==> config.mk <==
export PLATFORM = sky130hd
export DESIGN_NAME = cpu_top
export DESIGN_NICKNAME = d
export VERILOG_FILES = /design/src/verilog/arch_defs_pkg.sv /design/src/verilog/cpu_top.sv /design/src/verilog/control_fsm.sv /design/src/verilog/program_counter.sv /design/src/verilog/word_store.sv /design/src/verilog/alu.sv
export VERILOG_INCLUDE_DIRS = /design/src /design/src/include
export SDC_FILE = /design/constraint.sdc
export NUM_CORES = 1
export LEC_CHECK = 0
export ABC_AREA = 1
export BUFFER_PORTS_ARGS = -buffer_cell sky130_fd_sc_hd__buf_2
export CAP_MARGIN = 20
export CORE_MARGIN = 2
export CORE_UTILIZATION = 45
export DETAILED_ROUTE_END_ITERATION = 7
export GPL_ROUTABILITY_DRIVEN = 0
export HOLD_SLACK_MARGIN = 0.15
export PLACE_DENSITY = 0.65
export RECOVER_POWER = 50
export SYNTH_ARGS = -nofsm -noshare
export SYNTH_HDL_FRONTEND = slang
export SYNTH_SLANG_ARGS = --single-unit
export TNS_END_PERCENT = 5
==> constraint.sdc <==
create_clock -name clk -period 3.8 [get_ports clk]
set_input_delay 0.76 -clock clk [delete_from_list [all_inputs] [get_ports clk]]
set_output_delay 0.76 -clock clk [all_outputs]
set_load 0.02 [all_outputs]
==> src/include/cpu_settings.svh <==
`ifndef CPU_SETTINGS_SVH
`define CPU_SETTINGS_SVH

// datapath width in bits.
`define DATA_WIDTH 8

// general purpose registers and the width of their index.
`define REG_COUNT 4
`define REG_ADDR_WIDTH 2

// program memory depth in instruction words.
`define PROG_DEPTH 16
`define PROG_ADDR_WIDTH 4

`endif
==> src/verilog/arch_defs_pkg.sv <==
`include "cpu_settings.svh"

package arch_defs_pkg;

    typedef logic [`DATA_WIDTH-1:0] data_t;

    // alu operation codes, 3'd7 stays reserved.
    typedef enum logic [2:0] {
        ALU_ADD = 3'd0,
        ALU_ADC = 3'd1, // add with stored carry.
        ALU_SUB = 3'd2,
        ALU_INR = 3'd3,
        ALU_DCR = 3'd4,
        ALU_AND = 3'd5,
        ALU_OR  = 3'd6
    } alu_op_t;

    typedef enum logic [2:0] {
        CLS_ALU_R = 3'd0, // rd = rd op rs.
        CLS_ALU_I = 3'd1, // rd = rd op imm.
        CLS_LDI   = 3'd2, // rd = imm.
        CLS_JZ    = 3'd3, // jump when zero flag set.
        CLS_JC    = 3'd4, // jump when carry flag set.
        CLS_JMP   = 3'd5,
        CLS_OUT   = 3'd6, // present rd on the output port.
        CLS_HLT   = 3'd7
    } instr_class_t;

    // 18-bit instruction word, class in the top bits.
    typedef struct packed {
        instr_class_t               cls;
        alu_op_t                    op;
        logic [`REG_ADDR_WIDTH-1:0] rd;
        logic [`REG_ADDR_WIDTH-1:0] rs;
        data_t                      imm;
    } instr_t;

    typedef struct packed {
        logic zero;
        logic carry;
        logic negative;
    } flags_t;

endpackage

==> src/verilog/cpu_top.sv <==
`timescale 1ns/1ps
`include "cpu_settings.svh"

module cpu_top (
    input  logic                        clk,
    input  logic                        reset,
    input  logic                        start_i,
    input  logic                        load_we_i,
    input  logic [`PROG_ADDR_WIDTH-1:0] load_addr_i,
    input  arch_defs_pkg::instr_t       load_data_i,
    output logic                        out_valid_o,
    output arch_defs_pkg::data_t        out_data_o,
    output arch_defs_pkg::flags_t       out_flags_o,
    output logic                        done_o,
    output logic                        busy_o
);
    import arch_defs_pkg::*;

    instr_t                      prog_word;   // word at the current pc.
    data_t                       rd_data;
    data_t                       rs_data;
    data_t                       latched_result;
    data_t                       reg_wdata;
    alu_op_t                     alu_op;
    logic                        alu_zero;
    logic                        alu_carry;
    logic                        alu_negative;
    logic                        use_imm;
    logic                        carry_in;
    logic                        pc_clear;
    logic                        pc_inc;
    logic                        pc_load;
    logic                        reg_we;
    logic                        load_allowed;
    logic [`PROG_ADDR_WIDTH-1:0] pc;
    logic [`PROG_ADDR_WIDTH-1:0] jump_addr;
    logic [`REG_ADDR_WIDTH-1:0]  reg_waddr;

    word_store #(
        .entry_t (instr_t),
        .DEPTH   (`PROG_DEPTH)
    ) i_prog_mem (
        .clk       (clk),
        .reset     (reset),
        .we_i      (load_we_i && load_allowed), // loads only while stopped.
        .waddr_i   (load_addr_i),
        .wdata_i   (load_data_i),
        .raddr_a_i (pc),
        .rdata_a_o (prog_word),
        .raddr_b_i ('0),
        .rdata_b_o ()
    );

    // pc still points at the current word through exec.
    word_store #(
        .entry_t (data_t),
        .DEPTH   (`REG_COUNT)
    ) i_reg_file (
        .clk       (clk),
        .reset     (reset),
        .we_i      (reg_we),
        .waddr_i   (reg_waddr),
        .wdata_i   (reg_wdata),
        .raddr_a_i (prog_word.rd),
        .rdata_a_o (rd_data),
        .raddr_b_i (prog_word.rs),
        .rdata_b_o (rs_data)
    );

    program_counter #(
        .ADDR_WIDTH (`PROG_ADDR_WIDTH)
    ) i_pc (
        .clk         (clk),
        .reset       (reset),
        .clear_i     (pc_clear),
        .inc_i       (pc_inc),
        .load_i      (pc_load),
        .load_addr_i (jump_addr),
        .pc_o        (pc)
    );

    control_fsm i_ctrl (
        .clk              (clk),
        .reset            (reset),
        .start_i          (start_i),
        .instr_i          (prog_word),
        .rd_data_i        (rd_data),
        .latched_result_i (latched_result),
        .zero_i           (alu_zero),
        .carry_i          (alu_carry),
        .negative_i       (alu_negative),
        .alu_op_o         (alu_op),
        .use_imm_o        (use_imm),
        .carry_in_o       (carry_in),
        .pc_clear_o       (pc_clear),
        .pc_inc_o         (pc_inc),
        .pc_load_o        (pc_load),
        .jump_addr_o      (jump_addr),
        .reg_we_o         (reg_we),
        .reg_waddr_o      (reg_waddr),
        .reg_wdata_o      (reg_wdata),
        .load_allowed_o   (load_allowed),
        .out_valid_o      (out_valid_o),
        .out_data_o       (out_data_o),
        .out_flags_o      (out_flags_o),
        .done_o           (done_o),
        .busy_o           (busy_o)
    );

    alu i_alu (
        .clk            (clk),
        .reset          (reset),
        .in_one         (rd_data),
        .in_two         (use_imm ? prog_word.imm : rs_data), // imm form selects the literal.
        .in_carry       (carry_in),
        .alu_op         (alu_op),
        .latched_result (latched_result),
        .zero_flag      (alu_zero),
        .carry_flag     (alu_carry),
        .negative_flag  (alu_negative)
    );

endmodule

==> src/verilog/control_fsm.sv <==
`timescale 1ns/1ps
`include "cpu_settings.svh"

module control_fsm (
    input  logic                        clk,
    input  logic                        reset,
    input  logic                        start_i,
    input  arch_defs_pkg::instr_t       instr_i,
    input  arch_defs_pkg::data_t        rd_data_i,
    input  arch_defs_pkg::data_t        latched_result_i,
    input  logic                        zero_i,
    input  logic                        carry_i,
    input  logic                        negative_i,
    output arch_defs_pkg::alu_op_t      alu_op_o,
    output logic                        use_imm_o,
    output logic                        carry_in_o,
    output logic                        pc_clear_o,
    output logic                        pc_inc_o,
    output logic                        pc_load_o,
    output logic [`PROG_ADDR_WIDTH-1:0] jump_addr_o,
    output logic                        reg_we_o,
    output logic [`REG_ADDR_WIDTH-1:0]  reg_waddr_o,
    output arch_defs_pkg::data_t        reg_wdata_o,
    output logic                        load_allowed_o,
    output logic                        out_valid_o,
    output arch_defs_pkg::data_t        out_data_o,
    output arch_defs_pkg::flags_t       out_flags_o,
    output logic                        done_o,
    output logic                        busy_o
);
    import arch_defs_pkg::*;

    typedef enum logic [2:0] {
        S_IDLE,
        S_FETCH,
        S_EXEC,
        S_WRITE,
        S_HALTED
    } state_t;

    state_t state;
    state_t state_next;
    instr_t ir;       // instruction register.
    flags_t flags;    // stored zero, carry, negative.
    logic   done_q;
    logic   in_exec;
    logic   is_alu;
    logic   take_jump;
    logic   can_start;

    assign in_exec   = (state == S_EXEC);
    assign is_alu    = (ir.cls == CLS_ALU_R) || (ir.cls == CLS_ALU_I);
    assign can_start = (state == S_IDLE) || (state == S_HALTED);

    // jumps test the stored flags, not the live alu ones.
    always_comb begin
        case (ir.cls)
            CLS_JZ:  take_jump = flags.zero;
            CLS_JC:  take_jump = flags.carry;
            CLS_JMP: take_jump = 1'b1;
            default: take_jump = 1'b0;
        endcase
    end

    always_comb begin
        state_next = state;
        case (state)
            S_IDLE:   if (start_i) state_next = S_FETCH;
            S_FETCH:  state_next = S_EXEC;
            S_EXEC:   state_next = (ir.cls == CLS_HLT) ? S_HALTED : S_WRITE;
            S_WRITE:  state_next = S_FETCH;
            S_HALTED: if (start_i) state_next = S_FETCH;
            default:  state_next = S_IDLE;
        endcase
    end

    always_ff @(posedge clk) begin
        if (reset) begin
            state  <= S_IDLE;
            ir     <= '0;
            flags  <= '0;
            done_q <= 1'b0;
        end else begin
            state  <= state_next;
            done_q <= in_exec && (ir.cls == CLS_HLT); // high in first halted cycle.
            if (state == S_FETCH) begin
                ir <= instr_i;
            end
            if (in_exec && is_alu) begin
                flags <= '{zero: zero_i, carry: carry_i, negative: negative_i};
            end
        end
    end

    // operand and alu control, op held at add outside alu execution.
    assign alu_op_o   = (in_exec && is_alu) ? ir.op : ALU_ADD;
    assign use_imm_o  = (ir.cls == CLS_ALU_I);
    assign carry_in_o = flags.carry;

    assign pc_clear_o  = start_i && can_start;
    assign pc_load_o   = in_exec && take_jump;
    assign pc_inc_o    = in_exec && !take_jump;
    assign jump_addr_o = ir.imm[`PROG_ADDR_WIDTH-1:0];

    // write-back in the third cycle.
    assign reg_we_o    = (state == S_WRITE) && (is_alu || (ir.cls == CLS_LDI));
    assign reg_waddr_o = ir.rd;
    assign reg_wdata_o = (ir.cls == CLS_LDI) ? ir.imm : latched_result_i;

    assign load_allowed_o = can_start;
    assign out_valid_o    = in_exec && (ir.cls == CLS_OUT);
    assign out_data_o     = rd_data_i;
    assign out_flags_o    = flags;
    assign done_o         = done_q;
    assign busy_o         = (state == S_FETCH) || in_exec || (state == S_WRITE);

    // out strobes in exec, done only once halted.
    a_out_done_exclusive: assert property (
        @(posedge clk) disable iff (reset)
        !(out_valid_o && done_o)
    );

endmodule

==> src/verilog/program_counter.sv <==
`timescale 1ns/1ps

module program_counter #(
    parameter int ADDR_WIDTH = 4
) (
    input  logic                  clk,
    input  logic                  reset,
    input  logic                  clear_i,
    input  logic                  inc_i,
    input  logic                  load_i,
    input  logic [ADDR_WIDTH-1:0] load_addr_i,
    output logic [ADDR_WIDTH-1:0] pc_o
);

    always_ff @(posedge clk) begin
        if (reset) begin
            pc_o <= '0;
        end else if (clear_i) begin
            pc_o <= '0; // restart from address 0.
        end else if (load_i) begin
            pc_o <= load_addr_i;
        end else if (inc_i) begin
            pc_o <= pc_o + 1'b1; // wraps at depth.
        end
    end

    // a taken jump replaces the increment, never both.
    a_inc_load_exclusive: assert property (
        @(posedge clk) disable iff (reset)
        !(inc_i && load_i)
    );

endmodule

==> src/verilog/word_store.sv <==
`timescale 1ns/1ps

module word_store #(
    parameter type entry_t  = logic [7:0],
    parameter int  DEPTH    = 4,
    localparam int AW       = (DEPTH > 1) ? $clog2(DEPTH) : 1
) (
    input  logic          clk,
    input  logic          reset,
    input  logic          we_i,
    input  logic [AW-1:0] waddr_i,
    input  entry_t        wdata_i,
    input  logic [AW-1:0] raddr_a_i,
    output entry_t        rdata_a_o,
    input  logic [AW-1:0] raddr_b_i,
    output entry_t        rdata_b_o
);

    entry_t mem [DEPTH];

    always_ff @(posedge clk) begin
        if (reset) begin
            for (int i = 0; i < DEPTH; i++) begin
                mem[i] <= '0;
            end
        end else if (we_i) begin
            mem[waddr_i] <= wdata_i;
        end
    end

    // read ports are asynchronous.
    assign rdata_a_o = mem[raddr_a_i];
    assign rdata_b_o = mem[raddr_b_i];

    a_waddr_in_range: assert property (
        @(posedge clk) disable iff (reset)
        we_i |-> (!$isunknown(waddr_i) && (int'(waddr_i) < DEPTH))
    );

endmodule

==> src/verilog/alu.sv <==
`timescale 1ns/1ps
`include "cpu_settings.svh"

module alu (
    input  logic                   clk,
    input  logic                   reset,
    input  arch_defs_pkg::data_t   in_one,
    input  arch_defs_pkg::data_t   in_two,
    input  logic                   in_carry,
    input  arch_defs_pkg::alu_op_t alu_op,
    output arch_defs_pkg::data_t   latched_result,
    output logic                   zero_flag,
    output logic                   carry_flag,
    output logic                   negative_flag
);
    import arch_defs_pkg::*;

    logic [`DATA_WIDTH:0] arith_sum; // extra bit holds the carry out.
    data_t                logic_res;
    data_t                result;
    logic                 carry_out;

    always_comb begin
        arith_sum = '0;
        logic_res = '0;
        case (alu_op)
            ALU_ADD: arith_sum = {1'b0, in_one} + {1'b0, in_two};
            ALU_ADC: arith_sum = {1'b0, in_one} + {1'b0, in_two}
                                 + {{`DATA_WIDTH{1'b0}}, in_carry};
            // subtract as a + ~b + 1, so carry 1 means no borrow.
            ALU_SUB: arith_sum = {1'b0, in_one} + {1'b0, ~in_two}
                                 + {{`DATA_WIDTH{1'b0}}, 1'b1};
            ALU_INR: arith_sum = {1'b0, in_one} + {{`DATA_WIDTH{1'b0}}, 1'b1};
            ALU_DCR: arith_sum = {1'b0, in_one} + {1'b0, {`DATA_WIDTH{1'b1}}}; // a + 0xff.
            ALU_AND: logic_res = in_one & in_two;
            ALU_OR:  logic_res = in_one | in_two;
            default: logic_res = '0;
        endcase
    end

    always_comb begin
        case (alu_op)
            ALU_ADD, ALU_ADC, ALU_SUB, ALU_INR, ALU_DCR: begin
                result    = arith_sum[`DATA_WIDTH-1:0];
                carry_out = arith_sum[`DATA_WIDTH];
            end
            default: begin
                result    = logic_res;
                carry_out = 1'b0; // logic ops clear carry.
            end
        endcase
    end

    assign carry_flag    = carry_out;
    assign zero_flag     = (result == '0);
    assign negative_flag = result[`DATA_WIDTH-1];

    always_ff @(posedge clk) begin
        if (reset) begin
            latched_result <= '0;
        end else begin
            latched_result <= result;
        end
    end

    // the fsm parks the op at add outside alu execution, so a known
    // reserved code means an alu-class word carried a bad op field.
    a_no_reserved_op: assert property (
        @(posedge clk) disable iff (reset)
        !$isunknown(alu_op) |-> (alu_op != alu_op_t'(3'd7))
    );

endmodule

# Yosys cells after proc, flatten, opt, wreduce, memory -nomap -nowiden
# Memories as Yosys holds them, arrays and structs flattened. A register that Yosys moved wholly into a read port is not among the register bits.
# Cells that the tools add are included.
# classes
n_addsub	7
eq_ne	18
mux	29
bitwise_logic	3
reduce_logical	24
# ops
op	n
9-bit one-hot mux with 5 select lines	1
8-bit 2-to-1 mux	4
3-bit == test (second input constant)	8
4-bit 2-to-1 mux	5
8-bit by 8-bit adder with 9-bit output	2
3-bit by 2-bit == test with 1-bit output (second input constant)	6
18-bit 2-to-1 mux	1
18-bit OR reduction	1
8-bit one-hot mux with 2 select lines	1
3-bit one-hot mux with 4 select lines	1
1-bit 2-to-1 mux	11
8-bit by 1-bit adder with 9-bit output (second input constant)	1
8-bit by 8-bit adder with 9-bit output (second input constant)	1
9-bit by 1-bit adder with 9-bit output	1
9-bit by 1-bit adder with 9-bit output (second input constant)	1
3-bit by 1-bit == test with 1-bit output (second input constant)	3
3-bit logical NOT	3
3-bit 2-to-1 mux	3
8-bit AND	1
1-bit logical AND	8
8-bit logical NOT	1
8-bit NOT	1
8-bit bitwise OR	1
8-bit OR reduction	1
other kinds (9)	14
# totals
ff_bits	35
mem_bits_rw	320
input_bits	26
output_inout_bits	14
elab_cells	94
memories	2
# memory_table
memory	depth	width	rd	rd_ports_with_merged_regs	wr	line_no	source
i_prog_mem.mem	16	18	1	1	16	word_store.sv:19	entry_t mem [DEPTH];
i_reg_file.mem	4	8	2	0	4	word_store.sv:19	

# Longest topological paths before layout
# Gate-level depths: netlist of run 1.
# logic_depth
word_depth	9
ltp_mapped	35
depth_no_buf	31

# By module
# A second synthesis of run 1 with hierarchy kept.
# unflattened
hier_cells	3051
area_unflattened_um2	22318.9
# modules_own_cells
mod	instances	cells_per_inst	area_each_um2	seq_area_each_um2
word_store at i_prog_mem	1	2200	16709.8	8648.3
alu	1	363	2168.3	160.2
word_store at i_reg_file	1	243	1885.6	960.9
control_fsm	1	181	1207.4	460.4
program_counter	1	35	231.5	80.1
cpu_top	1	29	116.4	0.0

# Worst setup path after synthesis of run 1
# Ideal clock, no wire load.
# synth_timing
path_type	reg2reg
startpoint	register with a tool-made name
endpoint	register i_ctrl.flags, in the netlist i_ctrl.carry_in_o
setup_ns	0.134
t_arrival_ns	3.732
required_time_ns	3.666
setup_slack_ns	-0.066
path_stages_with_launch	31
path_buffers	4
period_less_slack_ns	3.866
path_cell_list	dfxtp_1 -> buf_6 -> inv_4 -> buf_6 -> buf_6 -> nand2_1 -> a32o_1 -> o211ai_1 -> nand2_2 -> inv_2 -> buf_4 -> o21ai_1 -> nand2_1 -> nand2_1 -> o21ai_1 -> inv_2 -> ha_1 -> fa_1 -> ha_1 -> inv_1 -> nor2_1 -> inv_1 -> nor2_1 -> nand2_1 -> nor2_1 -> nand3_1 -> nor3_1 -> nand3b_1 -> o21ai_0 -> o21ai_0 -> a21oi_1
# synth_lines
item	line_no	source
to (signal assigned)	control_fsm.sv:90	flags <= '{zero: zero_i, carry: carry_i, negative: negative_i};
to (decl)	control_fsm.sv:44	flags_t flags;

==> impl_metrics.ini, run 1 <==
[floorplan]
rows = 73
core_um2 = 39500
die_width_um = 203
ios = 40
initial_utilization = 0.453
dieHeight_um = 203
dieArea_um2 = 41300

[timing]
max_freq_mhz = 248
fin_ws_ns = -0.238
worst_slew_pin_slew_ns = 1.30
min_period_ns = 4.04
rsz0062_at_grt = true
drv_slew = 0
finalSetupViolCount = 6
setup_tns_ns = -0.913
finalHoldViolations = 0
relSlewSlack = 0.132
fin_worst_skew_ns = 0.0224
period_share = 1.06

[final_layout]
instances_no_fill = 2637
fill_cells = 3552
area_delta_synth_final_pct = 17.4
n_antenna_cell = 0
final_layout_size_suffix_gt1_frac = 0.162
layout.nets = 2146
final_cell_area_um2 = 21000

[worst_hold_path]
hp-class = reg -> reg

[logic_synthesis]
synth-edff-count = 320
synth_seq_cells = 359
synth-main-ff-cell = edfxtp_1
syn-cell-area_um2 = 17900
async_reset_ff_frac = 0
ys_types = 57
yosysMostFrequentCell = nor2_1
syn_nets = 1982
synth_cells = 1919
synth_commonest_cells = nor2_1, edfxtp_1, nand2_1, inv_1, o21ai_0
synth.avg_cell_area_um2 = 9.31
seq_area_frac_synth = 0.581
synth_top_cell_by_area = edfxtp_1
yosys_warnings = 0
yosys-top-cells-area = edfxtp_1, nor2_1, nand2_1
netlist.area_leader.share = 0.538

[grt]
antenna_found_initial = 1
grtUsageTotal = 0.249
grt_max_degree = 36
grt_pass1_vias = 14196
overflow = 0
grt_pass1_wl_um = 79800

[routing]
dr.pass1.iters = 6
wl_per_cell_um = 19.5
via_per_inst = 5.53
num_vias = 14595
routed_wl_um = 51500
dr.first_iter.drc_count = 1537
ant_nets = 0
drc = 0

[place]
post-place-cells = 2566
pre_cts_ws_ns = -0.352
hpwl_um = 35600
placed_area_um2 = 19700
io_buffers = 39

[cts]
worstSkewPairLatency_ns = 0.54
cts_tree = done
ctsHoldBuffers = 0
path_clk_slew_ns = 0.06
cts_inserted_buffers = 38
clock_path_buffers = 3
root_buffer = clkbuf_16
cts_sinks = 359
cts_htree_levels = 2

[critical_path]
cp_max_fo = 16
cp_data_required_time_ns = 4.26
cpMostUsedCell = nand2_1
worstPathArrival_ns = 4.50
worstSetupEndpointType = flop
cp-start-kind = flop
crit_path_top_delay_cell = dfxtp_4
setup.worst_path.class = reg -> reg
slowest_delay_ns = 0.40
r2r_setup_slack_ns = -0.24

[power]
ir_worst_vdd_mv = 0.439
p_leak_uw = 0.00875
power_density_nw_per_um2 = 543
p_total_uw = 11400

[run_status]
status = finished, violations left
violations = negative setup slack

[run]
max_cap_violations = 0
cells by family after synthesis:
kind of cell	synth area share
simple gates	0.204
flops	0.581
compound gates	0.117
buf+inv	0.0642
fa+ha+maj	0.0272
xor+xnor	0.00483
mux	0.00231
worst paths after layout:
path                 from                    end  cells after the start
max                  flop  i_ctrl.out_flags_o[2]                     28
min          i_pc.pc_o[2]           i_pc.pc_o[2]                      2
max reg2reg          flop  i_ctrl.out_flags_o[2]                     28
min reg2reg  i_pc.pc_o[2]           i_pc.pc_o[2]                      2
metrics by stage:
stage / utilization / hold slack (ns)
finish: 0.532 / 0.521
global route: 0.532 / 0.538
CTS: 0.533 / 0.523
detailed placement: 0.499 / 0.509
global placement: 0.499 / 0.488
floorplan: - / 0.458
placed cells by master, fill, tap and decap left out, types with 4 or more instances in the layout:
cell and count:
nand2_2 12, buf_4 166, o21ai_1 26, or3_1 4, nand3_2 7, edfxtp_1 320
o211ai_1 8, o21ai_0 117, o221ai_1 11, o22ai_1 32, a221oi_1 18, a311o_1 6
inv_2 14, buf_12 5, buf_2 34, clkbuf_16 39, nand2_1 261, xnor2_1 5
or2_2 5, nor3_1 12, o21ai_2 9, a32oi_1 4, nand4_1 6, nor2_1 488
clkinv_1 8, clkinv_2 7, inv_1 139, dfxtp_1 37, a21oi_1 97, nand3_1 80
a21oi_2 6, clkbuf_1 33, ha_1 31
where the power goes:
group          internal, µW  switching [µW]  total [µW]
clock network          2060            1530        3590
registers              4520             111        4630
logic                  1290            1900        3180
total                  7870            3530       11400
flip-flops by register name, summed over array words and instances (netlist names), 2 cells and up, named ones only:
register	flops
i_reg_file.mem	32
i_pc.pc_o	4
i_ctrl.ir	10
i_ctrl.out_flags_o	2
i_ctrl.reg_waddr_o	2
i_alu.latched_result	8
i_ctrl.jump_addr_o	4
i_ctrl.state	3
i_prog_mem.mem	288
repair_timing:
action | 4_1_cts | 5_1_grt
pin swaps | 3 | 2
gates cloned | 2 | 0
resized for setup | 21 | 7
setup buffers | 0 | 0
endpoints found under the setup margin | 11 | 10
worst max-delay path: cells and delay by family, from the launching register on:
kind,cells,cell delay (ns)
simple gates,15,1.43
compound gates,8,1.17
buf+inv,4,0.67
flops,1,0.40
fa+ha+maj,1,0.27
metal layers:
metal,GRT usage,share of wire
met1,0.314,0.39
met2,0.430,0.49
met3,0.0510,0.088
met4,0.0748,0.027
met5,0,0
cell type report:
| class | instances | area (µm²) | share of cell area |
|---|---|---|---|
| Sequential cell | 359 | 10400 | 0.496 |
| Timing Repair Buffer | 233 | 1700 | 0.0811 |
| Inverter | 160 | 621 | 0.0296 |
| Tap cell | 525 | 657 | 0.0313 |
| Clock buffer | 52 | 1040 | 0.0497 |
| Multi-Input combinational cell | 1291 | 6420 | 0.306 |
| Clock inverter | 17 | 141 | 0.00674 |
Power figures use the tool's default switching activity.
==> run 2, diff against run 1 <==
--- a/config.mk
+++ b/config.mk
@@ -9,14 +9,15 @@
 export ABC_AREA = 1
 export BUFFER_PORTS_ARGS = -buffer_cell sky130_fd_sc_hd__buf_2
 export CAP_MARGIN = 20
+export CORE_ASPECT_RATIO = 0.9
 export CORE_MARGIN = 2
 export CORE_UTILIZATION = 45
 export DETAILED_ROUTE_END_ITERATION = 7
 export GPL_ROUTABILITY_DRIVEN = 0
 export HOLD_SLACK_MARGIN = 0.15
-export PLACE_DENSITY = 0.65
+export PLACE_DENSITY = 0.63
 export RECOVER_POWER = 50
 export SYNTH_ARGS = -nofsm -noshare
 export SYNTH_HDL_FRONTEND = slang
 export SYNTH_SLANG_ARGS = --single-unit
-export TNS_END_PERCENT = 5
+export TNS_END_PERCENT = 20
==> constraint.sdc (replaced) <==
create_clock -name clk -period 4.4 [get_ports clk]
set_input_delay 0.88 -clock clk [delete_from_list [all_inputs] [get_ports clk]]
set_output_delay 0.88 -clock clk [all_outputs]
set_load 0.02 [all_outputs]
==> impl_metrics.ini, run 2 (synthesis results as in run 1) <==
[timing]
min_period_ns = 4.05
max_freq_mhz = 247
drv_slew = 0
setup_tns_ns = 0
finalHoldViolations = 0
finalSetupViolCount = 0
fin_worst_skew_ns = 0.0225
worst_slew_pin_slew_ns = 1.33
relSlewSlack = 0.112
period_share = 0.921
hold_slack_ns = 0.507

[critical_path]
setup.worst_path.end = i_ctrl.carry_in_o
crit_chain = buf_12 -> buf_4 -> nand3_1 -> nand3_1 -> nand3_1 -> nand2_2 -> inv_2 -> nand2_1 -> nand2_2 -> ha_1 -> fa_2 -> ha_1 -> inv_1 -> nor2_1 -> inv_1 -> nor2_1 -> nand2_1 -> nor2_1 -> nand3_1 -> nor3_1 -> nand3b_1 -> o21ai_0 -> o21ai_0 -> a21oi_1
slowest_delay_ns = 0.54
cp-start-kind = flop
cp_max_fo = 27
crit_path_top_delay_cell = fa_2
worstSetupEndpointType = flop
cp_data_required_time_ns = 4.81
rr_worst_depth = 24
r2r_end = i_ctrl.carry_in_o
path_depth = 24
setup.worst_path.class = reg -> reg
cp_num_buf_inv = 5
r2r_setup_slack_ns = 0.35
worstPathArrival_ns = 4.47
cpMostUsedCell = nand3_1
crit_family = simple AND/OR/NAND/NOR gates

[cts]
cts_inserted_buffers = 39
worstSkewPairLatency_ns = 0.54
cts_tree = done
root_buffer = clkbuf_16
cts_htree_levels = 2
path_clk_slew_ns = 0.07
clock_path_buffers = 3
cts_sinks = 359
ctsHoldBuffers = 0

[final_layout]
largest-register = i_prog_mem.mem
final_layout_size_suffix_gt1_frac = 0.116
layout_common_cells = nor2_1, edfxtp_1, nand2_1
fill_cells = 3655
layout.nets = 2039
n_antenna_cell = 0
final_common_cell = nor2_1
area_delta_synth_final_pct = 13.1
largest_reg_flops = 288
top_regs = i_prog_mem.mem: 288 flops, i_reg_file.mem: 32 flops, i_ctrl.ir: 10 flops

[grt]
grt_max_degree = 53
grt-busiest-layer = met2
grt_use_met1 = 0.327
grtUsageTotal = 0.247
grt_pass1_wl_um = 78900
grt_pass1_vias = 13449
gr-usage-met3 = 0.0391
antenna_found_initial = 0
overflow = 0
gr-usage-met2 = 0.423

[routing]
ant_nets = 0
num_vias = 14150
via_per_inst = 5.58
dr.first_iter.drc_count = 1491
drc = 0
wl_per_cell_um = 20.4
dr.pass1.iters = 5
routed_wl_um = 51700

[floorplan]
ios = 40
core_um2 = 39400
dieArea_um2 = 41300
dieHeight_um = 193
rows = 69
initial_utilization = 0.454
die_width_um = 214

[power]
p_total_uw = 9550
p_leak_uw = 0.00826
power_density_nw_per_um2 = 473
ir_worst_vdd_mv = 0.293

[place]
hpwl_um = 34100
io_buffers = 39

[run_status]
status = finished, final reports clean

[worst_hold_path]
hp-class = reg -> reg

[run]
max_cap_violations = 0
[run 2: cell count changes in the layout (fill, tap and decap cells not counted), moves of 4 or more]
cell / previous run / this run
o21ai_1: 26 / 30
clkinv_1: 8 / 12
buf_4: 166 / 56
clkbuf_1: 33 / 28
[run 2: worst register-to-register path: cells and delay by family, from the launching register on]
family | cells | cell delay, ns
simple gates | 13 | 1.63
fa+ha+maj | 3 | 0.93
buf+inv | 5 | 0.72
flops | 1 | 0.37
compound gates | 3 | 0.30
[run 2: layout make-up]
type                            count  area [µm²]  share of cell area
Tap cell                          532         666              0.0329
Sequential cell                   359       10400               0.514
Clock inverter                     25         213              0.0105
Clock buffer                       45         998              0.0494
Multi-Input combinational cell   1291        6410               0.317
Inverter                          160         617              0.0305
Timing Repair Buffer              125         917              0.0454
[run 2: what timing repair did]
item,CTS,global route
endpoints found under the setup margin,0,6
gates resized for setup,0,24
setup buffers,0,3
[run 2: routing by layer]
| layer | wire length [µm] | vias up |
|---|---|---|
| met5 | 0 | - |
| met4 | 1450 | 0 |
| met3 | 4100 | 107 |
| met2 | 24400 | 640 |
| met1 | 21700 | 6758 |
| li1 | - | 6645 |
[run 2: power breakdown]
part | internal, µW | switching (µW) | leakage [µW] | total, µW
sequential | 3900 | 90.4 | 0.00363 | 3990
combinational | 813 | 1590 | 0.00405 | 2400
clock | 1810 | 1350 | 0.000586 | 3160
total | 6520 | 3030 | 0.00826 | 9550
[run 2: worst min-delay path by stage]
stage | start | to | depth (start not counted)
after global routing | i_pc.pc_o[3] | flop | 2
after detailed placement | i_pc.pc_o[3] | i_pc.pc_o[3] | 2
final | i_pc.pc_o[3] | flop | 2
after global placement | i_pc.pc_o[3] | i_pc.pc_o[3] | 2
after floorplan | i_ctrl.jump_addr_o[2] | i_ctrl.jump_addr_o[2] | 2
after CTS | i_pc.pc_o[3] | flop | 2
[run 2: stage by stage]
stage | setup WS (ns) | utilization | std cells | instance area, µm²
2_1_floorplan | 0.534 | - | 1919 | 17900
3_3_place_gp | 0.267 | 0.480 | 2462 | 18900
3_5_place_dp | 0.226 | 0.480 | 2462 | 18900
4_1_cts | 0.209 | 0.511 | 2532 | 20100
5_1_grt | -0.00202 | 0.513 | 2537 | 20200
6_report | 0.347 | 0.513 | 2537 | 20200
